--- config.mk ---
export PLATFORM = sky130hd
export DESIGN_NAME = sys_timer_flat
export DESIGN_NICKNAME = d
export VERILOG_FILES = /design/src/soc_pkg.sv /design/src/reg_bus_if.sv /design/src/sys_timer.sv /design/src/flat_wrapper.sv
export SDC_FILE = /design/constraint.sdc
export NUM_CORES = 1
export LEC_CHECK = 0
export BUFFER_PORTS_ARGS = -buffer_cell sky130_fd_sc_hd__buf_2
export CAP_MARGIN = 20
export CORE_AREA = 5 5 140 109
export DETAILED_ROUTE_END_ITERATION = 6
export DIE_AREA = 0 0 145 114
export GPL_TIMING_DRIVEN = 1
export HOLD_SLACK_MARGIN = 0.08
export PLACE_DENSITY_LB_ADDON = 0.15
export REMOVE_ABC_BUFFERS = 1
export SETUP_SLACK_MARGIN = 0.15
export SKIP_CTS_REPAIR_TIMING = 1
export SKIP_LAST_GASP = 1
export SLEW_MARGIN = 20
export SYNTH_ARGS = -nofsm -noshare
export SYNTH_HDL_FRONTEND = slang
export SYNTH_SLANG_ARGS = --single-unit
export TNS_END_PERCENT = 50
--- constraint.sdc ---
create_clock -name clk -period 3.8 [get_ports clk]
set_input_delay 0.76 -clock clk [delete_from_list [all_inputs] [get_ports clk]]
set_output_delay 0.76 -clock clk [all_outputs]
set_load 0.02 [all_outputs]
--- src/soc_pkg.sv ---
// ----------------------------------------
// Shared package for the memory subsystem
// Packed core bus structs, address map,
// register offsets and decoder states
// ----------------------------------------
`default_nettype none

package soc_pkg;

    // ----------------------------------------
    // Core bus, packed as the core drives it
    // ----------------------------------------
    typedef struct packed {
        logic [31:0] wdata;     // Write data
        logic [3:0]  wstrb;     // Byte lanes, zero for a read
        logic        valid;     // Access request
        logic [31:0] addr;      // Byte address
    } mem_fwd_t;                // 69 bits

    typedef struct packed {
        logic [31:0] rdata;     // Read data
        logic        ready;     // One-cycle completion
    } mem_ret_t;                // 33 bits

    // ----------------------------------------
    // Address map
    // ----------------------------------------
    localparam logic [31:0] RAM_BASE   = 32'h0000_0000;
    localparam logic [31:0] TIMER_BASE = 32'h1000_0000;
    localparam logic [31:0] IRQ_BASE   = 32'h1000_0100;

    // Word index inside a region, byte address bits 27..2
    localparam int WORD_AW = 26;

    typedef enum logic [1:0] {
        REGION_RAM   = 2'd0,
        REGION_TIMER = 2'd1,
        REGION_IRQ   = 2'd2,
        REGION_NONE  = 2'd3
    } region_t;

    // Timer register word offsets
    localparam logic [1:0] TMR_LOAD   = 2'd0;
    localparam logic [1:0] TMR_VALUE  = 2'd1;
    localparam logic [1:0] TMR_CTRL   = 2'd2;
    localparam logic [1:0] TMR_STATUS = 2'd3;

    // Interrupt controller word offsets
    localparam logic [1:0] IRQ_PENDING = 2'd0;
    localparam logic [1:0] IRQ_MASK    = 2'd1;
    localparam logic [1:0] IRQ_STATE   = 2'd2;

    localparam logic [31:0] LEVEL_IRQ_MASK = 32'h0000_FFFF;  // Flags 15..0 are levels
    localparam int          TIMER_IRQ_BIT  = 0;              // Timer joins the vector here

    // Decoder sequencer
    typedef enum logic [1:0] {
        IDLE    = 2'd0,
        ACCESS  = 2'd1,
        RESPOND = 2'd2
    } dec_state_t;

endpackage

`default_nettype wire
--- src/reg_bus_if.sv ---
// ----------------------------------------
// Decoder to target register bus
// ----------------------------------------
`timescale 1ns/1ps
`default_nettype none

interface reg_bus_if;

    logic                         sel;        // One-cycle strobe
    logic                         we;         // Write in the sel cycle
    logic [soc_pkg::WORD_AW-1:0]  word_addr;  // Word index in region
    logic [31:0]                  wdata;
    logic [3:0]                   wstrb;
    logic [31:0]                  rdata;      // Registered by target

    modport host (
        output sel,
        output we,
        output word_addr,
        output wdata,
        output wstrb,
        input  rdata
    );

    modport target (
        input  sel,
        input  we,
        input  word_addr,
        input  wdata,
        input  wstrb,
        output rdata
    );

endinterface

`default_nettype wire

--- src/sys_timer.sv ---
// ----------------------------------------
// Reloading countdown timer
// LOAD, VALUE, CTRL and STATUS registers
// ----------------------------------------
`timescale 1ns/1ps
`default_nettype none

module sys_timer #(
    parameter int TIMER_WIDTH = 32
) (
    input  wire        clk,
    input  wire        reset,
    reg_bus_if.target  port,
    output logic       timer_irq
);

    logic [TIMER_WIDTH-1:0] load_q;     // Reload value
    logic [TIMER_WIDTH-1:0] value_q;    // Current count
    logic                   run_q;      // CTRL bit 0
    logic                   expired_q;  // STATUS bit 0, sticky
    logic                   wr;
    logic [1:0]             offs;

    assign offs = port.word_addr[1:0];
    assign wr   = port.sel && port.we;

    // ----------------------------------------
    // Counter and registers
    // ----------------------------------------
    always_ff @(posedge clk) begin
        if (reset) begin
            load_q    <= '0;
            value_q   <= '0;
            run_q     <= 1'b0;
            expired_q <= 1'b0;
        end else begin
            // Software clear first, expiry below wins
            if (wr && offs == soc_pkg::TMR_STATUS && port.wdata[0])
                expired_q <= 1'b0;

            if (run_q) begin
                if (value_q == '0) begin
                    value_q   <= load_q;    // Reload and flag
                    expired_q <= 1'b1;
                end else begin
                    value_q <= value_q - 1'b1;
                end
            end

            if (wr && offs == soc_pkg::TMR_LOAD)
                load_q <= port.wdata[TIMER_WIDTH-1:0];

            if (wr && offs == soc_pkg::TMR_CTRL) begin
                run_q <= port.wdata[0];
                if (port.wdata[0])
                    value_q <= load_q;      // Start from LOAD
            end
        end
    end

    // Registered read
    always_ff @(posedge clk) begin
        if (port.sel) begin
            case (offs)
                soc_pkg::TMR_LOAD:  port.rdata <= 32'(load_q);
                soc_pkg::TMR_VALUE: port.rdata <= 32'(value_q);
                soc_pkg::TMR_CTRL:  port.rdata <= {31'd0, run_q};
                default:            port.rdata <= {31'd0, expired_q};
            endcase
        end
    end

    assign timer_irq = expired_q;

endmodule

`default_nettype wire

--- src/flat_wrapper.sv ---
// flat-port wrapper written by rule: the top's interface ports become plain ports
module sys_timer_flat 
#(
    parameter int TIMER_WIDTH = 32
)
  (clk, reset, timer_irq, port_sel, port_we, port_word_addr, port_wdata, port_wstrb, port_rdata);
  reg_bus_if port_i ();
  input  wire clk;
  input  wire reset;
  output logic timer_irq;
  input wire logic [$bits(port_i.sel)-1:0] port_sel;
  input wire logic [$bits(port_i.we)-1:0] port_we;
  input wire logic [$bits(port_i.word_addr)-1:0] port_word_addr;
  input wire logic [$bits(port_i.wdata)-1:0] port_wdata;
  input wire logic [$bits(port_i.wstrb)-1:0] port_wstrb;
  output wire logic [$bits(port_i.rdata)-1:0] port_rdata;
  assign port_i.sel = port_sel;
  assign port_i.we = port_we;
  assign port_i.word_addr = port_word_addr;
  assign port_i.wdata = port_wdata;
  assign port_i.wstrb = port_wstrb;
  assign port_rdata = port_i.rdata;
  sys_timer #(.TIMER_WIDTH(TIMER_WIDTH)) u_core (.clk(clk), .reset(reset), .port(port_i), .timer_irq(timer_irq));
endmodule
# After elaboration in Yosys (flattened, before gate mapping)
# Cells that the tools add are included.
[totals]
ff_bits = 98
input_bits = 66
out_inout_bits = 33
elab_cells = 24
[classes]
addsub = 1
eq_ne = 3
mux = 8
n_reduce_logical = 7
[op_table]
columns = ["op", "count"]
rows = [
  ["$mux W32", 4],
  ["$pmux W32 S3", 1],
  ["$logic_not A32 Y1", 1],
  ["$sub A32 B1 Y32 const B", 1],
  ["$logic_and A1 B1 Y1", 5],
  ["$eq A2 B2 Y1 const B", 2],
  ["$mux W1", 3],
  ["$eq A2 B1 Y1 const B", 1],
  ["$logic_not A2 Y1", 1],
]

# Longest topological paths before layout
# Gate-level depths: netlist (run 1).
[depth]
ltp_word = 6
mapped_depth = 8
ltp_nobuf = 7

# Least setup slack after synthesis (run 1)
# No wires, ideal clock.
[synth_path]
path_type = "register to register"
from = "register u_core.value_q[0]"
to = "register u_core.value_q[11]"
setup_ns = 0.136
t_arrival_ns = 2.247
required_time_ns = 3.664
path_slack_ns = 1.417
stages_incl_launch_ff = 9
n_path_buf = 1
synth_period_minus_slack_ns = 2.383
path_cell_list = "dfxtp_1 > inv_1 > ha_1 > or3b_2 > nor3_1 > nand4_1 > clkbuf_1 > a21oi_1 > a211oi_2"
[synth_via]
elab_chain_len = 5
word_cells_on_any_way = 6
cone_classes = "1 x add/sub; 4 x mux; 1 x reduce/logical"
[synth_rtl]
columns = ["item", "line_no", "source"]
rows = [
  ["start: declaration", "sys_timer.sv:18", "logic [TIMER_WIDTH-1:0] value_q;"],
  ["start signal: assignment", "sys_timer.sv:43", "value_q <= load_q;"],
  ["start signal: assignment", "sys_timer.sv:46", "value_q <= value_q - 1'b1;"],
  ["start signal: assignment", "sys_timer.sv:56", "value_q <= load_q;"],
  ["$sub A32 B1 Y32 or $logic_not A32 Y1 (tied branches)", "sys_timer.sv:46, sys_timer.sv:42", ""],
  ["$mux W32 (*)", "sys_timer.sv:42", "if (value_q == '0) begin"],
  ["$mux W32 (*)", "sys_timer.sv:41", "if (run_q) begin"],
  ["$mux W32", "sys_timer.sv:55", "if (port.wdata[0])"],
  ["$mux W32 (*)", "sys_timer.sv:53", "if (wr && offs == soc_pkg::TMR_CTRL) begin"],
]
# Every way passes the cells marked *; elsewhere a longest branch is shown, timed or not.
# A chain may end at the register's enable or synchronous reset.

# Worst setup path after layout (run 1)
# Ends and elaborated chain as after synthesis.

==> results of run 1 <==
==> where the power goes <==
group	switching, mW	leakage, nW	internal, mW	total [mW]
clock	0.384	0.145	0.569	0.953
sequential	0.0340	0.865	1.12	1.15
combinational	0.212	1.15	0.127	0.340
==> area by class of cell <==
class                      count  share of cell area
timing repair buffer          85              0.0836
clock inverter                 4              0.0122
tap                          180              0.0407
clock buffer                  11              0.0420
inverter                       6             0.00407
multi-input combinational    367               0.405
sequential                    98               0.412
==> state kept, by name (all words and copies together) (netlist names) <==
signal,cells
u_core.load_q,32
u_core.value_q,32
u_core.run_q,1
u_core.port.rdata,32
u_core.timer_irq,1
==> kinds of logic after synthesis <==
| logic type | share of synthesized area |
|---|---|
| muxes | 0.0802 |
| xor gates and xnor gates | 0.0430 |
| and+or+nand+nor | 0.205 |
| adders and majority gates | 0.00535 |
| AOI/OAI and AO/OA | 0.144 |
| DFF | 0.488 |
| buffers and inverters | 0.0345 |
==> worst max path at each step <==
| stage | end | slack (ns) | cells after the start |
|---|---|---|---|
| 6_report | u_core.value_q[11] | 1.06 | 9 |
| 3_3_place_gp | u_core.value_q[23] | 0.87 | 7 |
| 3_5_place_dp | u_core.value_q[18] | 0.85 | 7 |
| 2_1_floorplan | u_core.value_q[27] | 1.04 | 7 |
| 5_1_grt | u_core.value_q[15] | 0.80 | 9 |
| 4_1_cts | u_core.value_q[18] | 1.05 | 9 |
==> per-stage QoR <==
stage	hold WS, ns	area [µm²]
CTS	0.476	5540
global route	0.490	5540
global placement	0.462	5240
floorplan	0.437	4540
finish	0.473	5540
detailed placement	0.468	5240
==> worst min-delay path: cells and delay by family, from the launching register on <==
| family | cells | cell delay [ns] |
|---|---|---|
| and+or+nand+nor | 1 | 0.05 |
| DFF | 1 | 0.32 |
| AOI/OAI and AO/OA | 1 | 0.05 |
==> cell usage in the layout, fill, tap and decap left out, drive strengths merged, types with 6 or more instances in the layout <==
cell and n:
a211oi 21, a21oi 64, buf 85, clkbuf 11, dfxtp 66, edfxtp 32
inv 6, mux2i 33, nand2 77, nand3 11, nand4 10, nor2 43
nor3 14, nor4 8, or3 8, or4 9, xnor2 15, xor2 8
==> routing by layer <==
layer	wire, µm	up-vias
met1	6720	1894
met5	0	-
li1	-	1954
met3	643	14
met4	219	0
met2	5520	96
==> results.txt, run 1 <==
Final HPWL DP - 9350 µm
Max FO, Critical Path - 22
Final wirelength - 13100 µm
Initial drt markers - 269
Number of synthesized register bits - 98
RSZ-0062 raised after global routing - no
CTS tree - built
Largest net degree at the start of global routing - 36
Post-synth top area cell - dfxtp_1
Setup crit start kind - flip-flop
Min-Delay Endpoint - u_core.load_q[26]
First-pass DRT Iterations - 5
Worst path slowest cell - or3b_2
Clock latency on the worst-skew pair - 0.35 ns
Starting Density - 0.336
Post-route ant nets - 0
Setup WS post-layout - 1.06 ns
Critical path buffers and inverters - 3
Non-Filler Instances - 751
Slew @ Worst Pin - 0.706 ns
Die ar. - 16500 µm²
Reg2Reg Depth - 9
Worst path arrival time - 2.97 ns
Pleak - 2.16 nW
Pwr dens - 442 nW/µm²
Commonest cells post-synth - nand2_1 (77), dfxtp_1 (66), a21oi_1 (64), nor2_1 (43)
M3 GR Usage - 0.0369
Multi-input logic area - 2240 µm²
Post-synth ARST share - 0
Kind of end point of the critical path - flip-flop
Vias in the first global route - 3869
Clk slew on worst S/H paths - 0.07 ns
Met2 Use GR - 0.236
Fmax - 365 MHz
Max-Slew Margin vs Limit - 0.525
Worst Setup SP - u_core.value_q[0]
Total gr overflow - 0
Yosys Warn Count - 0
Routed WL per cell - 17.4 µm
Synth cell types - 51
Min-Delay Startpoint - u_core.load_q[26]
Share of cells above drive strength 1 - 0.193
# diodes - 0
Max-slew violation count - 0
WS Path Type - flip-flop to flip-flop
Via count - 3958
Port Buf Inserts - 70
Power Total - 2.45 mW
Final hold viol count - 0
Post-route clock skew - 0.00711 ns
Placed cells - 736
EDFF count, synth - 32
Residual DRC count - 0
Number of top-level pins - 99
Ys flop type - dfxtp_1
Post-synthesis sequential area ratio - 0.488
Synth top area share - 0.282
WHS Path Cells - 2
CTS max path bufs - 2
FILL cells - 1442
Htree depth - 3
Register area - 2280 µm²
Utilization of the core after routing - 0.397
Synth top area cells - dfxtp_1 (28%), edfxtp_1 (21%), mux2i_1 (7.1%)
Largest stage delay, worst path - 0.49 ns
Count of final setup violators - 0
Die Wd - 145 µm
Peak supply drop - 0.242 mV
Initial antenna violation count - 0
Setup TNS - 0 ns
Worst hold path class - flip-flop to flip-flop
Crit-path cells - inv_1 > ha_1 > or3b_2 > nor3_1 > buf_4 > nand4_1 > buf_4 > a21oi_1 > a211oi_2
Reg2reg setup slack - 1.06 ns
Required time worst endpoint - 4.03 ns
Cell repeated most along the worst path - buf_4
Reg2Reg Capture Point - u_core.value_q[11]
Mapped Cells - 507
Vias/cell - 5.27
Post-synthesis area per instance - 9.23 µm²
Final worst-path cycle share - 0.722
Global route hottest layer - met2
Most common cell in the netlist - nand2_1
Minimum clock period after layout - 2.74 ns
Core ar. - 13900 µm²
Maxcap violations - 0
Cell Rows - 38
First-pass GRT wire length - 21200 µm
Chip height - 114 µm
Routing usage on met1 - 0.233
Outcome - completed
Synthesis-to-layout area growth - 18.3%
GP Congestion - 0.868
Nets - 635
Top delay family on crit path - simple AND/OR/NAND/NOR gates
Reg2reg start - u_core.value_q[0]
Clock root buffer - clkbuf_16
Sink Count - 98
TritonCTS Buffers - 9
GRT Util Overall - 0.161
Worst slack at placement - 0.854 ns
Synthesized area - 4680 µm²
Power figures use the tool's default switching activity.
==> inputs of run 2 (changes only) <==
- clock period: 3.8 -> 2.55 ns (I/O delays scaled with it)
==> results.txt, run 2 (synthesis results as in run 1) <==
Minimum clock period after layout - 2.36 ns
Number of top-level pins - 99
Leading cell type in the layout, fill and taps excluded - nand2_1
Kind of end point of the critical path - flip-flop
Starting Density - 0.336
Hold slack final - 0.398 ns
GRT Util Overall - 0.163
Final worst-path cycle share - 0.924
Initial drt markers - 191
Post-route ant nets - 0
Outcome - completed
Utilization of the core after routing - 0.413
Nets - 651
Required time worst endpoint - 2.81 ns
Worst hold path class - input pin to flip-flop
Final HPWL DP - 9310 µm
Peak supply drop - 0.379 mV
Worst path arrival time - 2.62 ns
TritonCTS Buffers - 9
First-pass GRT wire length - 21700 µm
Htree depth - 3
Max-slew violation count - 0
Clk slew on worst S/H paths - 0.07 ns
Clock latency on the worst-skew pair - 0.35 ns
CTS tree - built
Sink Count - 98
Power Total - 3.74 mW
Regs by FF count - u_core.load_q (32), u_core.port.rdata (32), u_core.value_q (32)
Final hold viol count - 0
Share of cells above drive strength 1 - 0.235
Leading cell types in the layout, fill and taps excluded - nand2_1 (77), buf_2 (70), dfxtp_1 (65)
Count of final setup violators - 0
Maxcap violations - 0
Routed WL per cell - 17.3 µm
GP Congestion - 0.856
Via count - 3898
Design area - 5750 µm²
Slew @ Worst Pin - 0.427 ns
Cell Rows - 38
Setup TNS - 0 ns
# diodes - 0
Total gr overflow - 0
Initial antenna violation count - 0
Die ar. - 16500 µm²
Vias in the first global route - 3976
First-pass DRT Iterations - 4
Port Buf Inserts - 70
Worst path slowest cell - or4_4
Largest net degree at the start of global routing - 43
Die Wd - 145 µm
CTS max path bufs - 2
Clock root buffer - clkbuf_16
WS Path Type - flip-flop to flip-flop
Pwr dens - 651 nW/µm²
Crit-path cells - or4_4 > nor4_4 > nand3_1 > or4_1 > a41oi_1
Synthesis-to-layout area growth - 22.8%
DP Area - 5320 µm²
Vias/cell - 5.09
Residual DRC count - 0
Pleak - 2.28 nW
Largest stage delay, worst path - 0.59 ns
Max-Slew Margin vs Limit - 0.715
Chip height - 114 µm
Final wirelength - 13300 µm
Core ar. - 13900 µm²
RSZ-0062 raised after global routing - yes
Max FO, Critical Path - 5
Post-route clock skew - 0.00774 ns
Fmax - 424 MHz
Setup crit start kind - flip-flop
run 2: worst max-delay path: cells and delay by family, from the launching register on:
kind	cells	cell delay (ns)
and+or+nand+nor	4	1.68
AOI/OAI and AO/OA	1	0.24
DFF	1	0.35
run 2: worst paths after layout:
kind,from,endpoint,slack [ns],cells after the start
setup / recovery,u_core.value_q[6],u_core.value_q[28],0.19,5
hold / removal,port_wdata[29],u_core.load_q[29],0.40,3
setup reg to reg,u_core.value_q[6],u_core.value_q[28],0.19,5
hold reg to reg,u_core.load_q[17],u_core.load_q[17],0.47,2
run 2: stage by stage:
| step | setup slack, ns | std cells |
|---|---|---|
| detailed placement | 0.152 | 746 |
| global placement | 0.158 | 746 |
| global route | 0.0247 | 766 |
| CTS | 0.134 | 760 |
| finish | 0.194 | 766 |
| floorplan | -0.211 | 471 |
run 2: power by group:
part	internal (mW)	leakage, nW	switching (mW)
Sequential	1.67	0.865	0.0465
Clock	0.875	0.151	0.571
Combinational	0.247	1.26	0.337
run 2: layer usage:
metal	wire length, µm	up-vias	share of wire	GRT usage
met3	543	14	0.041	0.0365
li1	-	1986	-	-
met5	0	-	0	0
met1	6960	1814	0.52	0.238
met2	5580	84	0.42	0.241
met4	193	0	0.015	0.0508
run 2: final cells by class:
class / count / area, µm²
Inverter: 6 / 22.5
Timing Repair Buffer: 101 / 629
Clock inverter: 3 / 65.1
Sequential cell: 98 / 2280
Multi-Input combinational cell: 367 / 2280
Fill cell: 1493 / 8180
Clock buffer: 11 / 243
Tap cell: 180 / 225
