$ cat src/soc_pkg.sv
// ----------------------------------------
// Shared package for the memory subsystem
// Packed core bus structs, address map,
// register offsets and decoder states
// ----------------------------------------
`default_nettype none

package soc_pkg;

    // ----------------------------------------
    // Core bus, packed as the core drives it
    // ----------------------------------------
    typedef struct packed {
        logic [31:0] wdata;     // Write data
        logic [3:0]  wstrb;     // Byte lanes, zero for a read
        logic        valid;     // Access request
        logic [31:0] addr;      // Byte address
    } mem_fwd_t;                // 69 bits

    typedef struct packed {
        logic [31:0] rdata;     // Read data
        logic        ready;     // One-cycle completion
    } mem_ret_t;                // 33 bits

    // ----------------------------------------
    // Address map
    // ----------------------------------------
    localparam logic [31:0] RAM_BASE   = 32'h0000_0000;
    localparam logic [31:0] TIMER_BASE = 32'h1000_0000;
    localparam logic [31:0] IRQ_BASE   = 32'h1000_0100;

    // Word index inside a region, byte address bits 27..2
    localparam int WORD_AW = 26;

    typedef enum logic [1:0] {
        REGION_RAM   = 2'd0,
        REGION_TIMER = 2'd1,
        REGION_IRQ   = 2'd2,
        REGION_NONE  = 2'd3
    } region_t;

    // Timer register word offsets
    localparam logic [1:0] TMR_LOAD   = 2'd0;
    localparam logic [1:0] TMR_VALUE  = 2'd1;
    localparam logic [1:0] TMR_CTRL   = 2'd2;
    localparam logic [1:0] TMR_STATUS = 2'd3;

    // Interrupt controller word offsets
    localparam logic [1:0] IRQ_PENDING = 2'd0;
    localparam logic [1:0] IRQ_MASK    = 2'd1;
    localparam logic [1:0] IRQ_STATE   = 2'd2;

    localparam logic [31:0] LEVEL_IRQ_MASK = 32'h0000_FFFF;  // Flags 15..0 are levels
    localparam int          TIMER_IRQ_BIT  = 0;              // Timer joins the vector here

    // Decoder sequencer
    typedef enum logic [1:0] {
        IDLE    = 2'd0,
        ACCESS  = 2'd1,
        RESPOND = 2'd2
    } dec_state_t;

endpackage

`default_nettype wire
$ cat src/reg_bus_if.sv
// ----------------------------------------
// Decoder to target register bus
// ----------------------------------------
`timescale 1ns/1ps
`default_nettype none

interface reg_bus_if;

    logic                         sel;        // One-cycle strobe
    logic                         we;         // Write in the sel cycle
    logic [soc_pkg::WORD_AW-1:0]  word_addr;  // Word index in region
    logic [31:0]                  wdata;
    logic [3:0]                   wstrb;
    logic [31:0]                  rdata;      // Registered by target

    modport host (
        output sel,
        output we,
        output word_addr,
        output wdata,
        output wstrb,
        input  rdata
    );

    modport target (
        input  sel,
        input  we,
        input  word_addr,
        input  wdata,
        input  wstrb,
        output rdata
    );

endinterface

`default_nettype wire

$ cat src/mem_bus_if.sv
// ----------------------------------------
// Native valid/ready memory bus
// Core side and fabric side modports
// ----------------------------------------
`timescale 1ns/1ps
`default_nettype none

interface mem_bus_if;

    logic        valid;     // Held until ready is seen
    logic        ready;     // High one cycle per access
    logic [31:0] addr;
    logic [31:0] wdata;
    logic [3:0]  wstrb;     // Nonzero means write
    logic [31:0] rdata;

    // Request side, fed from the core bus
    modport cpu (
        output valid,
        output addr,
        output wdata,
        output wstrb,
        input  ready,
        input  rdata
    );

    // Response side, the decoder
    modport fabric (
        input  valid,
        input  addr,
        input  wdata,
        input  wstrb,
        output ready,
        output rdata
    );

endinterface

`default_nettype wire

$ cat src/bus_decoder.sv
// ----------------------------------------
// Bus decoder FSM
// Region select, target strobe, response
// ----------------------------------------
`timescale 1ns/1ps
`default_nettype none

module bus_decoder #(
    parameter int RAM_WORDS = 1024
) (
    input  wire        clk,
    input  wire        reset,
    mem_bus_if.fabric  bus,
    reg_bus_if.host    ram,
    reg_bus_if.host    tmr,
    reg_bus_if.host    irqc
);

    soc_pkg::dec_state_t state_q;
    soc_pkg::region_t    region_d;
    soc_pkg::region_t    region_q;     // Target of the current access
    logic [31:0]         word_idx;     // Word index, zero extended
    logic                access;

    // ----------------------------------------
    // Region decode
    // ----------------------------------------
    assign word_idx = {{(32 - soc_pkg::WORD_AW){1'b0}}, bus.addr[soc_pkg::WORD_AW+1:2]};

    always_comb begin
        region_d = soc_pkg::REGION_NONE;
        if (bus.addr[31:28] == soc_pkg::RAM_BASE[31:28]) begin
            if (word_idx < RAM_WORDS)
                region_d = soc_pkg::REGION_RAM;     // Out of range stays NONE
        end else if (bus.addr[31:28] == soc_pkg::TIMER_BASE[31:28]) begin
            if (bus.addr[8] == soc_pkg::TIMER_BASE[8])
                region_d = soc_pkg::REGION_TIMER;
            else if (bus.addr[8] == soc_pkg::IRQ_BASE[8])
                region_d = soc_pkg::REGION_IRQ;
        end
    end

    // ----------------------------------------
    // Sequencer
    // ----------------------------------------
    always_ff @(posedge clk) begin
        if (reset) begin
            state_q  <= soc_pkg::IDLE;
            region_q <= soc_pkg::REGION_NONE;
        end else begin
            case (state_q)
                soc_pkg::IDLE: begin
                    if (bus.valid) begin
                        state_q  <= soc_pkg::ACCESS;
                        region_q <= region_d;       // Latch target at start
                    end
                end
                soc_pkg::ACCESS:  state_q <= soc_pkg::RESPOND;
                default:          state_q <= soc_pkg::IDLE;
            endcase
        end
    end

    assign access = (state_q == soc_pkg::ACCESS);

    // Shared request fields, only sel differs per target
    assign ram.sel        = access && (region_q == soc_pkg::REGION_RAM);
    assign tmr.sel        = access && (region_q == soc_pkg::REGION_TIMER);
    assign irqc.sel       = access && (region_q == soc_pkg::REGION_IRQ);
    assign ram.we         = |bus.wstrb;
    assign tmr.we         = |bus.wstrb;
    assign irqc.we        = |bus.wstrb;
    assign ram.word_addr  = bus.addr[soc_pkg::WORD_AW+1:2];
    assign tmr.word_addr  = bus.addr[soc_pkg::WORD_AW+1:2];
    assign irqc.word_addr = bus.addr[soc_pkg::WORD_AW+1:2];
    assign ram.wdata      = bus.wdata;
    assign tmr.wdata      = bus.wdata;
    assign irqc.wdata     = bus.wdata;
    assign ram.wstrb      = bus.wstrb;
    assign tmr.wstrb      = bus.wstrb;
    assign irqc.wstrb     = bus.wstrb;

    // ----------------------------------------
    // Response
    // ----------------------------------------
    assign bus.ready = (state_q == soc_pkg::RESPOND);

    always_comb begin
        bus.rdata = '0;
        if (state_q == soc_pkg::RESPOND) begin
            case (region_q)
                soc_pkg::REGION_RAM:   bus.rdata = ram.rdata;
                soc_pkg::REGION_TIMER: bus.rdata = tmr.rdata;
                soc_pkg::REGION_IRQ:   bus.rdata = irqc.rdata;
                default:               bus.rdata = '0;     // Unmapped reads zero
            endcase
        end
    end

endmodule

`default_nettype wire

$ cat src/flat_wrapper.sv
// flat-port wrapper written by rule: the top's interface ports become plain ports
module bus_decoder_flat 
#(
    parameter int RAM_WORDS = 1024
)
  (clk, reset, bus_valid, bus_addr, bus_wdata, bus_wstrb, bus_ready, bus_rdata, ram_sel, ram_we, ram_word_addr, ram_wdata, ram_wstrb, ram_rdata, tmr_sel, tmr_we, tmr_word_addr, tmr_wdata, tmr_wstrb, tmr_rdata, irqc_sel, irqc_we, irqc_word_addr, irqc_wdata, irqc_wstrb, irqc_rdata);
  mem_bus_if bus_i ();
  reg_bus_if ram_i ();
  reg_bus_if tmr_i ();
  reg_bus_if irqc_i ();
  input  wire clk;
  input  wire reset;
  input wire logic [$bits(bus_i.valid)-1:0] bus_valid;
  input wire logic [$bits(bus_i.addr)-1:0] bus_addr;
  input wire logic [$bits(bus_i.wdata)-1:0] bus_wdata;
  input wire logic [$bits(bus_i.wstrb)-1:0] bus_wstrb;
  output wire logic [$bits(bus_i.ready)-1:0] bus_ready;
  output wire logic [$bits(bus_i.rdata)-1:0] bus_rdata;
  output wire logic [$bits(ram_i.sel)-1:0] ram_sel;
  output wire logic [$bits(ram_i.we)-1:0] ram_we;
  output wire logic [$bits(ram_i.word_addr)-1:0] ram_word_addr;
  output wire logic [$bits(ram_i.wdata)-1:0] ram_wdata;
  output wire logic [$bits(ram_i.wstrb)-1:0] ram_wstrb;
  input wire logic [$bits(ram_i.rdata)-1:0] ram_rdata;
  output wire logic [$bits(tmr_i.sel)-1:0] tmr_sel;
  output wire logic [$bits(tmr_i.we)-1:0] tmr_we;
  output wire logic [$bits(tmr_i.word_addr)-1:0] tmr_word_addr;
  output wire logic [$bits(tmr_i.wdata)-1:0] tmr_wdata;
  output wire logic [$bits(tmr_i.wstrb)-1:0] tmr_wstrb;
  input wire logic [$bits(tmr_i.rdata)-1:0] tmr_rdata;
  output wire logic [$bits(irqc_i.sel)-1:0] irqc_sel;
  output wire logic [$bits(irqc_i.we)-1:0] irqc_we;
  output wire logic [$bits(irqc_i.word_addr)-1:0] irqc_word_addr;
  output wire logic [$bits(irqc_i.wdata)-1:0] irqc_wdata;
  output wire logic [$bits(irqc_i.wstrb)-1:0] irqc_wstrb;
  input wire logic [$bits(irqc_i.rdata)-1:0] irqc_rdata;
  assign bus_i.valid = bus_valid;
  assign bus_i.addr = bus_addr;
  assign bus_i.wdata = bus_wdata;
  assign bus_i.wstrb = bus_wstrb;
  assign bus_ready = bus_i.ready;
  assign bus_rdata = bus_i.rdata;
  assign ram_sel = ram_i.sel;
  assign ram_we = ram_i.we;
  assign ram_word_addr = ram_i.word_addr;
  assign ram_wdata = ram_i.wdata;
  assign ram_wstrb = ram_i.wstrb;
  assign ram_i.rdata = ram_rdata;
  assign tmr_sel = tmr_i.sel;
  assign tmr_we = tmr_i.we;
  assign tmr_word_addr = tmr_i.word_addr;
  assign tmr_wdata = tmr_i.wdata;
  assign tmr_wstrb = tmr_i.wstrb;
  assign tmr_i.rdata = tmr_rdata;
  assign irqc_sel = irqc_i.sel;
  assign irqc_we = irqc_i.we;
  assign irqc_word_addr = irqc_i.word_addr;
  assign irqc_wdata = irqc_i.wdata;
  assign irqc_wstrb = irqc_i.wstrb;
  assign irqc_i.rdata = irqc_rdata;
  bus_decoder #(.RAM_WORDS(RAM_WORDS)) u_core (.clk(clk), .reset(reset), .bus(bus_i), .ram(ram_i), .tmr(tmr_i), .irqc(irqc_i));
endmodule
$ cat config.mk
export PLATFORM = sky130hd
export DESIGN_NAME = bus_decoder_flat
export DESIGN_NICKNAME = d
export VERILOG_FILES = /design/src/soc_pkg.sv /design/src/reg_bus_if.sv /design/src/mem_bus_if.sv /design/src/bus_decoder.sv /design/src/flat_wrapper.sv
export SDC_FILE = /design/constraint.sdc
export NUM_CORES = 1
export LEC_CHECK = 0
export BUFFER_PORTS_ARGS = -buffer_cell sky130_fd_sc_hd__clkbuf_2
export CAP_MARGIN = 10
export CORE_AREA = 2 2 151 153
export CTS_BUF_LIST = sky130_fd_sc_hd__clkbuf_4
export DETAILED_ROUTE_END_ITERATION = 12
export DIE_AREA = 0 0 153 155
export GPL_ROUTABILITY_DRIVEN = 0
export PLACE_DENSITY = 0.5
export SETUP_SLACK_MARGIN = 0.02
export SYNTH_ARGS = -nofsm -noshare
export SYNTH_HDL_FRONTEND = slang
export SYNTH_SLANG_ARGS = --single-unit
$ cat constraint.sdc
create_clock -name clk -period 1.25 [get_ports clk]
set_input_delay 0.0625 -clock clk [delete_from_list [all_inputs] [get_ports clk]]
set_output_delay 0.0625 -clock clk [all_outputs]
set_load 0.02 [all_outputs]
Word-level counts from Yosys, hierarchy flattened
Cells that the tools add are included.
Widths: inputs -> output; s select.
- order comparisons: 1
- equality and inequality tests: 6
- multiplexer cells: 8
- reductions and logical operators: 8
- operators with widths (operator ; number):
    $pmux 32 s3 ; 1
    $mux 32 ; 1
    $lt 26x11->1 const B ; 1
    $mux 2 ; 5
    $eq 2x1->1 const B ; 2
    $eq 2x2->1 const B ; 2
    $eq 4x1->1 const B ; 1
    $logic_not 2->1 ; 2
    $logic_not 4->1 ; 1
    $pmux 2 s2 ; 1
    $reduce_or 4->1 ; 1
    $logic_and 1x1->1 ; 3
    $ne 2x2->1 const B ; 1
    $reduce_and 2->1 ; 1
- flip-flop bits (word level): 4

Depth between registers and ports, before layout
- word-level depth: 3
- depth in mapped cells: 6
- depth with buffers taken out: 4

Least setup slack after synthesis
No wires, ideal clock.
- path kind: flip-flop to output port
- start point: register u_core.region_q[0]
- end point: output port tmr_sel
- arrival time: 1157 ps
- data required time: 1188 ps
- setup slack: 31 ps
- stages on the path, launching flop included: 4
- path buffers: 2
- cells stage by stage: dfxtp_1 buf_6 buf_12 nor3b_1
- word-level cells in the longest chain between the ends: 2
- ends and longest elaborated chain (what ; RTL line ; source):
    start, declared ; bus_decoder.sv:21 ; soc_pkg::region_t region_q;
    start signal, assigned ; bus_decoder.sv:49 ; region_q <= soc_pkg::REGION_NONE;
    start signal, assigned ; bus_decoder.sv:55 ; region_q <= region_d;
    $eq 2x1->1 ; bus_decoder.sv:68 ; assign tmr.sel = access && (region_q == soc_pkg::REGION_TIMER);
    $logic_and 1x1->1 ; bus_decoder.sv:68 ;
    end, declared ; flat_wrapper.sv:25 ; output wire logic [$bits(tmr_i.sel)-1:0] tmr_sel;
No other way between the ends.

Worst setup path in the final report
- start point: register u_core.region_q[0]
- end point: output port bus_rdata[31]
- word-level cells in the longest chain between the ends: 3
- ends and longest elaborated chain (what ; RTL line ; source):
    $eq 2x2->1, or another cell as far along ; bus_decoder.sv:91 ; case (region_q)
    $pmux 32 s3 (*) ; bus_decoder.sv:91 ;
    $mux 32 (*) ; bus_decoder.sv:90 ; if (state_q == soc_pkg::RESPOND) begin
    end, declared ; flat_wrapper.sv:18 ; output wire logic [$bits(bus_i.rdata)-1:0] bus_rdata;
Every way passes the cells marked *; elsewhere a longest branch is shown, timed or not.

==> impl_metrics.py <==
metrics = {
    "sta": {
        "tns_ns": -6.46,
        "fin_crit_ns": 1.51,
        "fin_crit_sh_pct": 121,
        "rsz0062_at_grt": "yes",
        "skew_ns": 0.00735,
        "relSlewSlack_pct": 77.8,
        "setup_ws_ns": -0.262,
        "slew_viol_final": 0,
        "worst_pin_slew_ns": 0.330,
        "finalHoldViolations": 0,
        "fmax_ghz": 0.661,
        "setup_viol": 32,
    },
    "logic_synthesis": {
        "async_flop_share_pct": 0,
        "synth.distinct_cells": 27,
        "syn_nets": 530,
        "synth_edf_count": 0,
        "yosys_warnings": 0,
        "netlist_area_um2": 2630,
        "avgSynthCellArea_um2": 7.26,
        "postSynthRegisterBits": 4,
        "seq_area_frac_synth_pct": 3.04,
        "synth_ff_type": "dfxtp_1",
        "synthCells": 363,
    },
    "placed_design": {
        "portBuffers": 225,
        "pre_cts_ws_ns": -0.0741,
        "dp.final_hpwl_mm": 6.76,
        "dpl-instance-area_um2": 2750,
    },
    "clock_network": {
        "ctsHtreeMaxLevel": 1,
        "root_buffer": "clkbuf_4",
        "tritoncts": "built",
        "numCtsBuffers": 3,
        "cts.sinks": 4,
        "clkTransAtPathRegs_ns": 0.04,
        "cts_max_path_buffers": 2,
        "clock_latency_ns": 0.23,
    },
    "setup_path": {
        "crit_path_max_fanout": 16,
        "endpoint_kind": "output port",
        "reg2reg_from": "u_core.state_q[0]",
        "arrival_ns": 1.45,
        "startpoint_type": "flip-flop",
        "cp-startpoint": "u_core.region_q[0]",
        "crit_required_ns": 1.19,
        "path_class": "flip-flop to output port",
    },
    "routing": {
        "wl_per_cell_um": 11.8,
        "ant_nets": 0,
        "dr_total_vias": 2195,
        "drc": 0,
        "initialDrtViolationCount": 109,
        "firstDrtPassIters": 6,
        "wl_mm": 8.21,
        "detail_route.vias_per_cell": 3.14,
    },
    "global_route": {
        "grt_pass1_vias": 1894,
        "antenna_found_initial": 0,
        "grt_pass1_wl_mm": 10.9,
        "grt_use_total_pct": 5.88,
        "grt_max_degree": 23,
        "globalRoute.totalOverflow": 0,
    },
    "job": {
        "max_cap_violations": 0,
    },
    "die": {
        "row_count": 55,
        "io_pins": 392,
        "die_height_um": 155,
        "core_um2": 22200,
        "fp.dieArea_um2": 23700,
        "fp.dieW_um": 153,
        "initial_utilization_pct": 11.8,
    },
    "pwr": {
        "leakage_uw": 0.00168,
        "ir_drop_mv": 0.118,
        "power_uw": 1010,
        "power_density_nw_per_um2": 335,
    },
    "outcome": {
        "violations": "negative setup slack",
        "outcome": "complete, but fails checks",
    },
    "min_path": {
        "hp-class": "input port to flip-flop",
        "min-delay-start": "reset",
    },
    "cells_and_area": {
        "nets": 582,
        "drive_above_1_share_pct": 72.9,
        "area_growth_pct": 14.5,
        "antenna-diode-count": 0,
        "final_area_um2": 3020,
    },
}
-- cell usage after synthesis, drive strengths merged, types with 3 or more instances --
cell type,n,area [um^2]
a21oi,32,213
nor2,66,283
buf,202,1570
mux2i,32,320
nor4,5,37.5
o21ai,3,15.0
nand2,3,11.3
nor3b,3,27.5
dfxtp,4,80.1
-- path summary, 6_finish.rpt --
path,depth (start not counted),endpoint,slack [ns]
worst min register to register,3,u_core.state_q[1],0.61
worst min-delay path,2,u_core.state_q[1],0.07
worst max-delay path,6,bus_rdata[31],-0.26
worst max register to register,5,u_core.region_q[1],0.09
-- what timing repair did --
| item | CTS | global route |
|---|---|---|
| buffers inserted | 1 | 4 |
| setup endpoints to repair | 36 | 37 |
| pin swaps | 0 | 3 |
| gates resized for setup | 12 | 44 |
| gates cloned | 1 | 2 |
| hold buffers | 0 | 0 |
-- power breakdown --
group	leakage, uW	internal (uW)	switching, uW
sequential	0.0000336	129	6.74
combinational	0.00163	334	383
clock	0.0000138	107	50.6
total	0.00168	571	441
-- per-layer routing --
layer | up-vias | GRT usage (%) | part of all wire (%)
met3 | 41 | 2.20 | 11
met1 | 906 | 7.56 | 42
li1 | 1086 | - | -
met2 | 162 | 8.48 | 43
met4 | 0 | 3.17 | 4.2
met5 | - | 0 | 0
-- through the flow --
| step | util (%) | hold slack, ns | std cells |
|---|---|---|---|
| after detailed placement | 12.4 | 0.125 | 687 |
| after global routing | 13.6 | 0.0640 | 698 |
| after floorplan | - | 0.134 | 363 |
| after global placement | 12.4 | 0.125 | 687 |
| after CTS | 12.8 | 0.0490 | 692 |
| final | 13.6 | 0.0685 | 698 |
-- registers in the layout (all words and copies together) (netlist names) --
| name | flops |
|---|---|
| u_core.region_q | 2 |
| u_core.state_q | 2 |
-- layout make-up --
type,instances,area (um^2)
repair buffers,251,1500
clock buffers,3,22.5
well taps,285,357
flip-flops and latches,4,92.6
multi-input cells,153,1030
fillers,2557,19200
inverters,2,12.5
-- cell families (layout without fill, tap and decap cells) --
logic type,Yosys count,in the layout,share of synthesized area [%]
flops,4,4,3.04
buf+inv,206,256,60.0
mux,32,32,12.2
simple gates,84,84,15.6
compound gates,37,37,9.22
-- cells in the final DEF (no fill, tap or decap), types with 2 or more instances in the layout --
cell type,netlist,routed
nand2_1,3,2
o21ai_1,1,2
mux2i_2,0,2
nor2_2,14,14
nor2_1,52,52
nor3b_2,1,2
buf_12,3,7
nand2b_4,0,2
clkbuf_4,0,4
mux2i_1,32,30
clkbuf_16,0,2
a21oi_2,14,17
buf_4,189,22
buf_6,6,3
nor4_1,4,4
dfxtp_4,0,3
clkbuf_2,0,206
a21oi_1,18,15
buf_2,3,9
-- critical path: stages (launching register included) --
cell and delay (ns):
dfxtp_4 0.40, buf_12 0.18, mux2i_2 0.21, nor2_1 0.06, a21oi_1 0.15, nor2_1 0.05, clkbuf_2 0.15
Power figures use the tool's default switching activity.
