`config.mk`:
```
export PLATFORM = sky130hd
export DESIGN_NAME = irq_ctrl_flat
export DESIGN_NICKNAME = d
export VERILOG_FILES = /design/src/soc_pkg.sv /design/src/reg_bus_if.sv /design/src/irq_ctrl.sv /design/src/flat_wrapper.sv
export SDC_FILE = /design/constraint.sdc
export NUM_CORES = 1
export LEC_CHECK = 0
export BUFFER_PORTS_ARGS = -buffer_cell sky130_fd_sc_hd__buf_2
export CAP_MARGIN = 20
export CORE_MARGIN = 4
export CORE_UTILIZATION = 44
export CTS_CLUSTER_SIZE = 24
export DETAILED_ROUTE_END_ITERATION = 6
export PLACE_DENSITY = 0.76
export SETUP_SLACK_MARGIN = 0.15
export SYNTH_ARGS = -nofsm -noshare
export SYNTH_HDL_FRONTEND = slang
export SYNTH_SLANG_ARGS = --single-unit
export TNS_END_PERCENT = 10
```
`constraint.sdc`:
```
create_clock -name clk -period 1.11 [get_ports clk]
set_clock_uncertainty 0.05 [all_clocks]
set_input_delay 0.222 -clock clk [delete_from_list [all_inputs] [get_ports clk]]
set_output_delay 0.222 -clock clk [all_outputs]
set_load 0.01 [all_outputs]
```
`src/soc_pkg.sv`:
```
// ----------------------------------------
// Shared package for the memory subsystem
// Packed core bus structs, address map,
// register offsets and decoder states
// ----------------------------------------
`default_nettype none

package soc_pkg;

    // ----------------------------------------
    // Core bus, packed as the core drives it
    // ----------------------------------------
    typedef struct packed {
        logic [31:0] wdata;     // Write data
        logic [3:0]  wstrb;     // Byte lanes, zero for a read
        logic        valid;     // Access request
        logic [31:0] addr;      // Byte address
    } mem_fwd_t;                // 69 bits

    typedef struct packed {
        logic [31:0] rdata;     // Read data
        logic        ready;     // One-cycle completion
    } mem_ret_t;                // 33 bits

    // ----------------------------------------
    // Address map
    // ----------------------------------------
    localparam logic [31:0] RAM_BASE   = 32'h0000_0000;
    localparam logic [31:0] TIMER_BASE = 32'h1000_0000;
    localparam logic [31:0] IRQ_BASE   = 32'h1000_0100;

    // Word index inside a region, byte address bits 27..2
    localparam int WORD_AW = 26;

    typedef enum logic [1:0] {
        REGION_RAM   = 2'd0,
        REGION_TIMER = 2'd1,
        REGION_IRQ   = 2'd2,
        REGION_NONE  = 2'd3
    } region_t;

    // Timer register word offsets
    localparam logic [1:0] TMR_LOAD   = 2'd0;
    localparam logic [1:0] TMR_VALUE  = 2'd1;
    localparam logic [1:0] TMR_CTRL   = 2'd2;
    localparam logic [1:0] TMR_STATUS = 2'd3;

    // Interrupt controller word offsets
    localparam logic [1:0] IRQ_PENDING = 2'd0;
    localparam logic [1:0] IRQ_MASK    = 2'd1;
    localparam logic [1:0] IRQ_STATE   = 2'd2;

    localparam logic [31:0] LEVEL_IRQ_MASK = 32'h0000_FFFF;  // Flags 15..0 are levels
    localparam int          TIMER_IRQ_BIT  = 0;              // Timer joins the vector here

    // Decoder sequencer
    typedef enum logic [1:0] {
        IDLE    = 2'd0,
        ACCESS  = 2'd1,
        RESPOND = 2'd2
    } dec_state_t;

endpackage

`default_nettype wire
```
`src/reg_bus_if.sv`:
```
// ----------------------------------------
// Decoder to target register bus
// ----------------------------------------
`timescale 1ns/1ps
`default_nettype none

interface reg_bus_if;

    logic                         sel;        // One-cycle strobe
    logic                         we;         // Write in the sel cycle
    logic [soc_pkg::WORD_AW-1:0]  word_addr;  // Word index in region
    logic [31:0]                  wdata;
    logic [3:0]                   wstrb;
    logic [31:0]                  rdata;      // Registered by target

    modport host (
        output sel,
        output we,
        output word_addr,
        output wdata,
        output wstrb,
        input  rdata
    );

    modport target (
        input  sel,
        input  we,
        input  word_addr,
        input  wdata,
        input  wstrb,
        output rdata
    );

endinterface

`default_nettype wire

```
`src/irq_ctrl.sv`:
```
// ----------------------------------------
// Interrupt controller
// Pending latch, mask, merged vector
// ----------------------------------------
`timescale 1ns/1ps
`default_nettype none

module irq_ctrl (
    input  wire         clk,
    input  wire         reset,
    reg_bus_if.target   port,
    input  wire  [31:0] irq_level,
    input  wire  [31:0] irq_rise,
    input  wire         timer_irq,
    output logic [31:0] irq
);

    logic [31:0] pending_q;     // Latched edge requests
    logic [31:0] mask_q;        // 1 enables the bit
    logic [31:0] clr;           // Write-1-to-clear lanes
    logic [31:0] timer_vec;
    logic [31:0] merged;        // Request before masking
    logic        wr;

    assign wr  = port.sel && port.we;
    assign clr = (wr && port.word_addr[1:0] == soc_pkg::IRQ_PENDING) ? port.wdata : '0;

    // ----------------------------------------
    // Merge
    // ----------------------------------------
    assign timer_vec = {31'd0, timer_irq} << soc_pkg::TIMER_IRQ_BIT;
    assign merged    = pending_q
                     | (irq_level & soc_pkg::LEVEL_IRQ_MASK)
                     | timer_vec;

    always_ff @(posedge clk) begin
        if (reset) begin
            pending_q <= '0;
            mask_q    <= '0;
            irq       <= '0;
        end else begin
            // New edge beats a clear in the same cycle
            pending_q <= (pending_q & ~clr) | (irq_rise & ~soc_pkg::LEVEL_IRQ_MASK);
            if (wr && port.word_addr[1:0] == soc_pkg::IRQ_MASK)
                mask_q <= port.wdata;
            irq <= merged & mask_q;     // One cycle behind inputs
        end
    end

    // Registered read
    always_ff @(posedge clk) begin
        if (port.sel) begin
            case (port.word_addr[1:0])
                soc_pkg::IRQ_PENDING: port.rdata <= pending_q;
                soc_pkg::IRQ_MASK:    port.rdata <= mask_q;
                soc_pkg::IRQ_STATE:   port.rdata <= merged;
                default:              port.rdata <= '0;   // Unused offset
            endcase
        end
    end

endmodule

`default_nettype wire

```
`src/flat_wrapper.sv`:
```
// flat-port wrapper written by rule: the top's interface ports become plain ports
module irq_ctrl_flat 
  (clk, reset, irq_level, irq_rise, timer_irq, irq, port_sel, port_we, port_word_addr, port_wdata, port_wstrb, port_rdata);
  reg_bus_if port_i ();
  input  wire clk;
  input  wire reset;
  input  wire  [31:0] irq_level;
  input  wire  [31:0] irq_rise;
  input  wire timer_irq;
  output logic [31:0] irq;
  input wire logic [$bits(port_i.sel)-1:0] port_sel;
  input wire logic [$bits(port_i.we)-1:0] port_we;
  input wire logic [$bits(port_i.word_addr)-1:0] port_word_addr;
  input wire logic [$bits(port_i.wdata)-1:0] port_wdata;
  input wire logic [$bits(port_i.wstrb)-1:0] port_wstrb;
  output wire logic [$bits(port_i.rdata)-1:0] port_rdata;
  assign port_i.sel = port_sel;
  assign port_i.we = port_we;
  assign port_i.word_addr = port_word_addr;
  assign port_i.wdata = port_wdata;
  assign port_i.wstrb = port_wstrb;
  assign port_rdata = port_i.rdata;
  irq_ctrl u_core (.clk(clk), .reset(reset), .port(port_i), .irq_level(irq_level), .irq_rise(irq_rise), .timer_irq(timer_irq), .irq(irq));
endmodule
```
### After elaboration in Yosys (flattened, before gate mapping)

Index checks and enable logic that the tools add are counted.

* register bits: 128
* input port bits: 131
* output and inout port bits: 64
* word-level logic and storage cells: 18

* equality and inequality tests: 2
* multiplexer cells: 2
* bitwise operators: 6
* reductions and logical operators: 4

Operator list (count)
* 32-bit case mux with 3 select lines: 1
* 32-bit bitwise AND: 2
* 32-bit two-way mux: 1
* 32-bit NOT: 1
* 32-bit by 1-bit OR with 32-bit output: 1
* 32-bit by 16-bit OR with 32-bit output: 1
* 32-bit OR: 1
* 1-bit logical AND: 3
* 2-bit by 1-bit == test with 1-bit output, second input constant: 1
* 2-bit == test, second input constant: 1
* 2-bit logical NOT: 1

### Longest topological paths before layout

Gate-level depths: netlist of run 1.

* word-level depth: 6
* gate-level depth with buffers: 5
* gate-level depth less buffers: 2

### Worst setup path after synthesis of run 1

OpenSTA, ideal clock, no wires.

* path type: input to register
* from: input port port_word_addr[0]
* to: register u_core.port.rdata[10], data pin
* setup time: 0.264 ns
* arrival time: 0.896 ns
* required time: 0.796 ns
* path slack: -0.100 ns
* stages on the path: 5
* path buffers: 3
* path through: buf_2 nor2b_1 clkbuf_1 buf_2 o2bb2ai_1

* cells in the longest elaborated chain, start to end: 2
* elaborated cells on any way between the ends: 4
* classes of those cells: 2 x eq/ne; 1 x mux; 1 x reduce/logical

Ends and longest elaborated chain
* from (decl): line flat_wrapper.sv:13 `input wire logic [$bits(port_i.word_addr)-1:0] port_word_addr;`
* 2-bit == test (tied with other cells): line irq_ctrl.sv:53 `case (port.word_addr[1:0])`
* 32-bit case mux with 3 select lines (*): line irq_ctrl.sv:53
* to (signal assigned): line irq_ctrl.sv:54 `soc_pkg::IRQ_PENDING: port.rdata <= pending_q;`
* to (signal assigned): line irq_ctrl.sv:55 `soc_pkg::IRQ_MASK: port.rdata <= mask_q;`
* to (signal assigned): line irq_ctrl.sv:56 `soc_pkg::IRQ_STATE: port.rdata <= merged;`
* to (decl): line reg_bus_if.sv:31 `output rdata`

Mark *: on every way between the ends. The rest lies on a longest branch, timed or not.
A chain may end at the register's enable or synchronous reset.

### Worst setup path after layout of run 1

* from: register u_core.port.rdata[30]
* to: output port port_rdata[30]

RTL lines
* to (decl): line flat_wrapper.sv:16 `output wire logic [$bits(port_i.rdata)-1:0] port_rdata;`

No word-level cell between the ends.

==> run_results.csv, run 1 <==
group,metric,value,unit
run_status,status,"complete, but fails checks",
run_status,violations,"negative setup slack",
synth,syn_area,4967,um^2
global_route,grt_max_degree,66,
die,die-width,114.3,um
synth,synth-seq-cells,128,
synth,ys_seq_area_frac,0.5804,
clock_tree,cts.sinks,128,
setup_path,critical_path_arrival,0.99,ns
timing,slew_headroom,0.8065,
setup_path,cp_cell_sequence,"buf_2",
global_route,grt_use_met3,0.04493,
setup_path,crit_path_end_kind,"output pin",
place,numPortBuffers,134,
timing,setup_slack,-0.1498,ns
setup_path,r2r_slack,0.21,ns
setup_path,rr_worst_depth,2,
synth,synth_area_per_cell,10.26,um^2
place,dp_hpwl,8004,um
setup_path,required,0.84,ns
worst_hold_path,hp-start,"irq_rise[27]",
drt,dr.first_iter.drc_count,200,
power_and_ir_drop,ir_worst_vdd,0.001387,V
setup_path,crit_path_start_kind,"register",
power_and_ir_drop,powerDensity,1706,nW/um^2
drt,wl_per_cell,15.39,um
clock_tree,numCtsBuffers,17,
place,dp_slack,-0.3102,ns
timing,timing.fmax,793.7,MHz
place,gp_congestion,0.7972,
synth,ys_types,21,
die,io_pins,195,
setup_path,slowest_delay,0.41,ns
synth,synth_cells,484,
synth,syn_nets,615,
worst_hold_path,hold_path_end,"u_core.pending_q[27]",
global_route,grt_pass1_vias,4103,
clock_tree,clockRootBuffer,"clkbuf_16",
timing,fin_hold_ws,0.02501,ns
timing,finalHoldViolations,0,
power_and_ir_drop,p_leak,2.961,nW
setup_path,path_max_fanout,1,
die,core,10940,um^2
global_route,use_met1,0.2260,
setup_path,regToRegStartpoint,"u_core.pending_q[2]",
drt,ant_nets,0,
layout,antennaDiodeCount,0,
timing,tightest_slew,0.2903,ns
die,dieHeight,114.3,um
setup_path,reg2reg_to,"u_core.port.rdata[2]",
die,std_cell_rows,38,
place,dpl_cell_area,5849,um^2
setup_path,cpLargestDelayFamily,"flip-flops",
layout,finalNetCount,796,
drt,vias_per_cell,4.972,
die,die_area,13050,um^2
layout,final_util,0.6454,
timing,final.period_utilization,1.135,
timing,finalSetupViolations,37,
clock_tree,cts_tree,"yes",
clock_tree,max-clock-path-buffers,2,
power_and_ir_drop,totalPowerFinal,12.04,mW
global_route,grt_busiest_layer,"met2",
global_route,grt_overflow,0,
global_route,grt_use_total,0.1992,
drt,routed_wl,12590,um
layout,final_common_cell,"buf_2",
layout,final_cell_area,7058,um^2
job,maxCapViolations,0,
die,initial_core_util,0.4542,
timing,rsz0062_at_grt,"yes",
global_route,grt_pass1_wl,20250,um
setup_path,slowest_stage,"edfxtp_1",
drt,vias,4067,
clock_tree,post_cts_buffers,0,
global_route,met2_usage,0.3556,
drt,drcViolationCount,0,
layout,final_cell_mix,"buf_2 (118), nand2b_1 (81), dfxtp_1 (81), nor2_1 (63), dlygate4sd3_1 (43)",
clock_tree,clk_pin_slew,0.06,ns
worst_hold_path,holdPathStages,3,
clock_tree,clk_latency,0.41,ns
setup_path,cp_num_buf_inv,1,
worst_hold_path,hp-class,"input port to register",
clock_tree,h-tree-depth,4,
drt,first_pass_iters,4,
timing,slew_violations,0,
synth,ys_warn_count,0,
setup_path,critPathKind,"register to output pin",
timing,period_needed,1.260,ns
layout,drive_gt1_frac,0.2920,
global_route,antenna_found_initial,0,
layout,area_delta_synth_final,42.09,%
## flip-flops by register name (all words and copies together), names as in the netlist
name,flops
u_core.irq,32
u_core.mask_q,32
u_core.pending_q,32
u_core.port.rdata,32
## layer usage
layer / part of all wire / vias up
met5: 0 / -
met4: 0.021 / 0
met3: 0.061 / 22
met2: 0.53 / 128
met1: 0.39 / 1924
li1: - / 1993
## stage by stage
stage	TNS [ns]	instances
finish	-2.477	818
global route	-4.600	818
CTS	-3.505	818
detailed placement	-17.14	743
global placement	-14.79	743
floorplan	-0.2637	484
## where the power goes
group / internal [mW] / switching (mW)
registers: 4.94 / 0.0728
logic: 0.461 / 0.439
clock network: 4.16 / 1.97
total: 9.56 / 2.49
## synth_stat cells
cell | n | share of area
a21oi_1 | 31 | 0.031
a311oi_1 | 16 | 0.028
nand3b_1 | 17 | 0.026
clkbuf_1 | 18 | 0.014
nand2b_1 | 81 | 0.10
buf_6 | 4 | 0.0091
inv_1 | 32 | 0.024
and4b_1 | 1 | 0.0020
o21ai_0 | 17 | 0.017
buf_4 | 2 | 0.0030
o2bb2ai_1 | 15 | 0.026
dfxtp_1 | 96 | 0.39
nor2b_1 | 1 | 0.0013
buf_2 | 7 | 0.0071
mux2i_1 | 32 | 0.064
nor4bb_1 | 1 | 0.0020
o211ai_1 | 1 | 0.0015
edfxtp_1 | 32 | 0.19
nand2_1 | 16 | 0.012
nor3_1 | 1 | 0.0010
nor2_1 | 63 | 0.048
## kinds of logic (layout without fill, tap and decap cells)
kind of cell / count (synthesis) / count (layout) / synth area share
multiplexers: 32 / 32 / 0.06448
AND/OR/NAND/NOR: 181 / 181 / 0.1937
flip-flops: 128 / 128 / 0.5804
AO/OA/AOI/OAI: 80 / 80 / 0.1045
buffers and inverters: 63 / 257 / 0.05692
## repair_timing
action	4_1_cts	5_1_grt
hold endpoints to repair	42	0
setup endpoints to repair	68	75
gates resized for setup	15	19
hold buffers	43	0
## layout make-up
cell class | instances | area [um^2]
Clock buffer | 22 | 474.2
Inverter | 32 | 120.1
Sequential cell | 128 | 2902
Timing Repair Buffer | 193 | 1384
Multi-Input combinational cell | 293 | 1822
Tap cell | 140 | 175.2
Clock inverter | 10 | 181.4
Fill cell | 847 | 3877
## how the worst max path moves through the flow
stage	to	cells after the start	startpoint
after floorplan	u_core.port.rdata[10]	5	port_word_addr[0]
after global placement	u_core.pending_q[17]	4	port_word_addr[1]
after detailed placement	u_core.pending_q[18]	4	port_word_addr[1]
after CTS	port_rdata[30]	1	u_core.port.rdata[30]
after global routing	port_rdata[30]	1	u_core.port.rdata[30]
final	port_rdata[30]	1	u_core.port.rdata[30]
## tightest hold or removal path, cell delays in order
cell	delay, ns
buf_2	0.10
inv_1	0.04
a311oi_1	0.07
(Power assumes the default switching activity.)
==> run 2, diff against run 1 <==
--- a/config.mk
+++ b/config.mk
@@ -8,10 +8,11 @@
 export BUFFER_PORTS_ARGS = -buffer_cell sky130_fd_sc_hd__buf_2
 export CAP_MARGIN = 20
 export CORE_MARGIN = 4
-export CORE_UTILIZATION = 44
+export CORE_UTILIZATION = 52
 export CTS_CLUSTER_SIZE = 24
 export DETAILED_ROUTE_END_ITERATION = 6
-export PLACE_DENSITY = 0.76
+export GPL_TIMING_DRIVEN = 0
+export PLACE_DENSITY = 0.85
 export SETUP_SLACK_MARGIN = 0.15
 export SYNTH_ARGS = -nofsm -noshare
 export SYNTH_HDL_FRONTEND = slang
==> constraint.sdc (replaced) <==
create_clock -name clk -period 1.45 [get_ports clk]
set_clock_uncertainty 0.05 [all_clocks]
set_input_delay 0.29 -clock clk [delete_from_list [all_inputs] [get_ports clk]]
set_output_delay 0.29 -clock clk [all_outputs]
set_load 0.01 [all_outputs]
==> run 2 against run 1 <==
  * The run ends with design-rule violations left
  * Final cell count increased by 2.6%
  * Design area increased by 2.4%
  * Register-to-register slack improved by 0.30 ns
  * Power decreased by 23%
  * Critical path type unchanged
  * Critical endpoint is now port_rdata[10]
  * Largest cell class unchanged
==> run_results.csv, run 2 (same netlist as run 1, synthesis figures left out) <==
group,metric,value,unit
run_status,violations,"design-rule violations",
layout,area_delta_synth_final,45.49,%
global_route,grt_use_total,0.2592,
timing,slew_violations,0,
clock_tree,cts_tree,"yes",
run_status,status,"complete, but fails checks",
setup_path,path_max_fanout,1,
layout,finalNetCount,828,
setup_path,crit_path_start_kind,"register",
timing,finalSetupViolations,0,
clock_tree,numCtsBuffers,17,
clock_tree,max-clock-path-buffers,2,
place,numPortBuffers,132,
clock_tree,h-tree-depth,4,
place,dp_slack,-0.5251,ns
worst_hold_path,hp-class,"input port to register",
global_route,grt_pass1_vias,4685,
global_route,grt_pass1_wl,22740,um
clock_tree,post_cts_buffers,0,
drt,routed_wl,14570,um
power_and_ir_drop,p_leak,3.015,nW
place,gp_congestion,0.8680,
place,dp_hpwl,8830,um
setup_path,cp_cell_sequence,"buf_6",
timing,period_needed,1.414,ns
clock_tree,clockRootBuffer,"clkbuf_8",
global_route,antenna_found_initial,0,
setup_path,critPathKind,"register to output pin",
setup_path,cpLargestDelayFamily,"flip-flops",
drt,top_layer_used,"met4",
drt,routed-wl-met2,7479,um
setup_path,cp_num_buf_inv,1,
drt,first_pass_iters,7,
layout,final_cell_mix,"buf_2 (117), nand2b_1 (81), dfxtp_1 (78), nor2_1 (63), dlygate4sd3_1 (62)",
layout,final_common_cell,"buf_2",
setup_path,slowest_delay,0.42,ns
drt,wl_per_cell,17.37,um
timing,finalHoldViolations,0,
timing,rsz0062_at_grt,"yes",
clock_tree,clk_latency,0.50,ns
setup_path,required,1.11,ns
drt,dr.first_iter.drc_count,200,
setup_path,crit_path_end_kind,"output pin",
drt,dr_wl_met3,860,um
drt,vias,4432,
timing,setup_slack,0.03609,ns
timing,final.period_utilization,0.9751,
layout,final_cell_area,7227,um^2
setup_path,critical_path_arrival,1.07,ns
clock_tree,clk_pin_slew,0.06,ns
power_and_ir_drop,powerDensity,1277,nW/um^2
timing,slew_headroom,0.5906,
setup_path,slowest_stage,"edfxtp_1",
die,std_cell_rows,35,
die,die-width,105.7,um
die,core,9284,um^2
job,maxCapViolations,0,
layout,antennaDiodeCount,0,
die,initial_core_util,0.5350,
die,io_pins,195,
die,dieHeight,105.7,um
drt,m1WireLength,5556,um
drt,drcViolationCount,1,
drt,vias_per_cell,5.282,
clock_tree,cts.sinks,128,
power_and_ir_drop,ir_worst_vdd,0.0008121,V
place,dpl_cell_area,5789,um^2
global_route,grt_max_degree,35,
layout,drive_gt1_frac,0.2732,
drt,ant_nets,0,
layout,fill_cells,580,
timing,tightest_slew,0.6142,ns
die,die_area,11180,um^2
timing,timing.fmax,707.3,MHz
global_route,grt_overflow,0,
run 2: changes by cell type in the layout (fill, tap and decap cells not counted), sizes merged:
cell,previous run,this run
buf,150,145
inv,32,33
bufinv,5,3
clkinvlp,1,2
clkbuf,22,41
dlygate4sd3,43,62
clkinv,4,3
run 2: worst paths after layout:
kind,start,end,slack [ns],cells past startpoint
worst max-delay path,u_core.port.rdata[10],port_rdata[10],0.04,1
worst min-delay path,irq_rise[29],u_core.pending_q[29],0.02,3
worst max register to register,u_core.pending_q[7],u_core.port.rdata[7],0.51,2
worst min register to register,u_core.mask_q[16],u_core.irq[16],0.39,2
run 2: final cells by class:
cell class                 instances  area (um^2)  share of cell area
buffer                            31        162.7             0.02251
clock buffer                      23        520.5             0.07202
inverter                          32        120.1             0.01662
clock inverter                     9        140.1             0.01939
sequential                       128         2905              0.4020
multi-input combinational        293         1802              0.2493
timing repair buffer             194         1415              0.1958
tap                              129        161.4             0.02233
run 2: repair_timing:
action                                  CTS  global route
gates resized for setup                   1            41
hold buffers                             62             0
endpoints found under the setup margin  105            60
endpoints found under the hold margin    60             0
run 2: report_power, final:
group | total [mW] | switching, mW | internal (mW) | leakage, nW
logic | 0.741 | 0.370 | 0.370 | 1.58
registers | 3.84 | 0.0627 | 3.78 | 1.12
clock network | 4.64 | 1.61 | 3.04 | 0.316
total | 9.23 | 2.04 | 7.19 | 3.02
run 2: stage by stage:
step | total power [mW] | instances | TNS, ns | hold slack (ns) | utilization
6_report | 9.228 | 839 | 0 | 0.01791 | 0.7784
2_1_floorplan | 4.196 | 484 | 0 | 0.3278 | -
3_5_place_dp | 4.495 | 745 | -32.25 | 0.3914 | 0.6236
5_1_grt | 9.506 | 839 | -0.01172 | 0.004089 | 0.7784
4_1_cts | 9.208 | 839 | 0 | 0.001600 | 0.7619
3_3_place_gp | 4.474 | 745 | -30.81 | 0.3854 | 0.6236
run 2: worst register-to-register path: stages, from the launching register on:
cell and delay [ns]:
dfxtp_1 0.34, a21oi_1 0.17, o2bb2ai_1 0.11
run 2: metal layers:
layer / vias up / GRT usage
met2: 208 / 0.4558
met4: 0 / 0.1610
met5: - / 0
li1: 2058 / -
met3: 64 / 0.05511
met1: 2102 / 0.2837
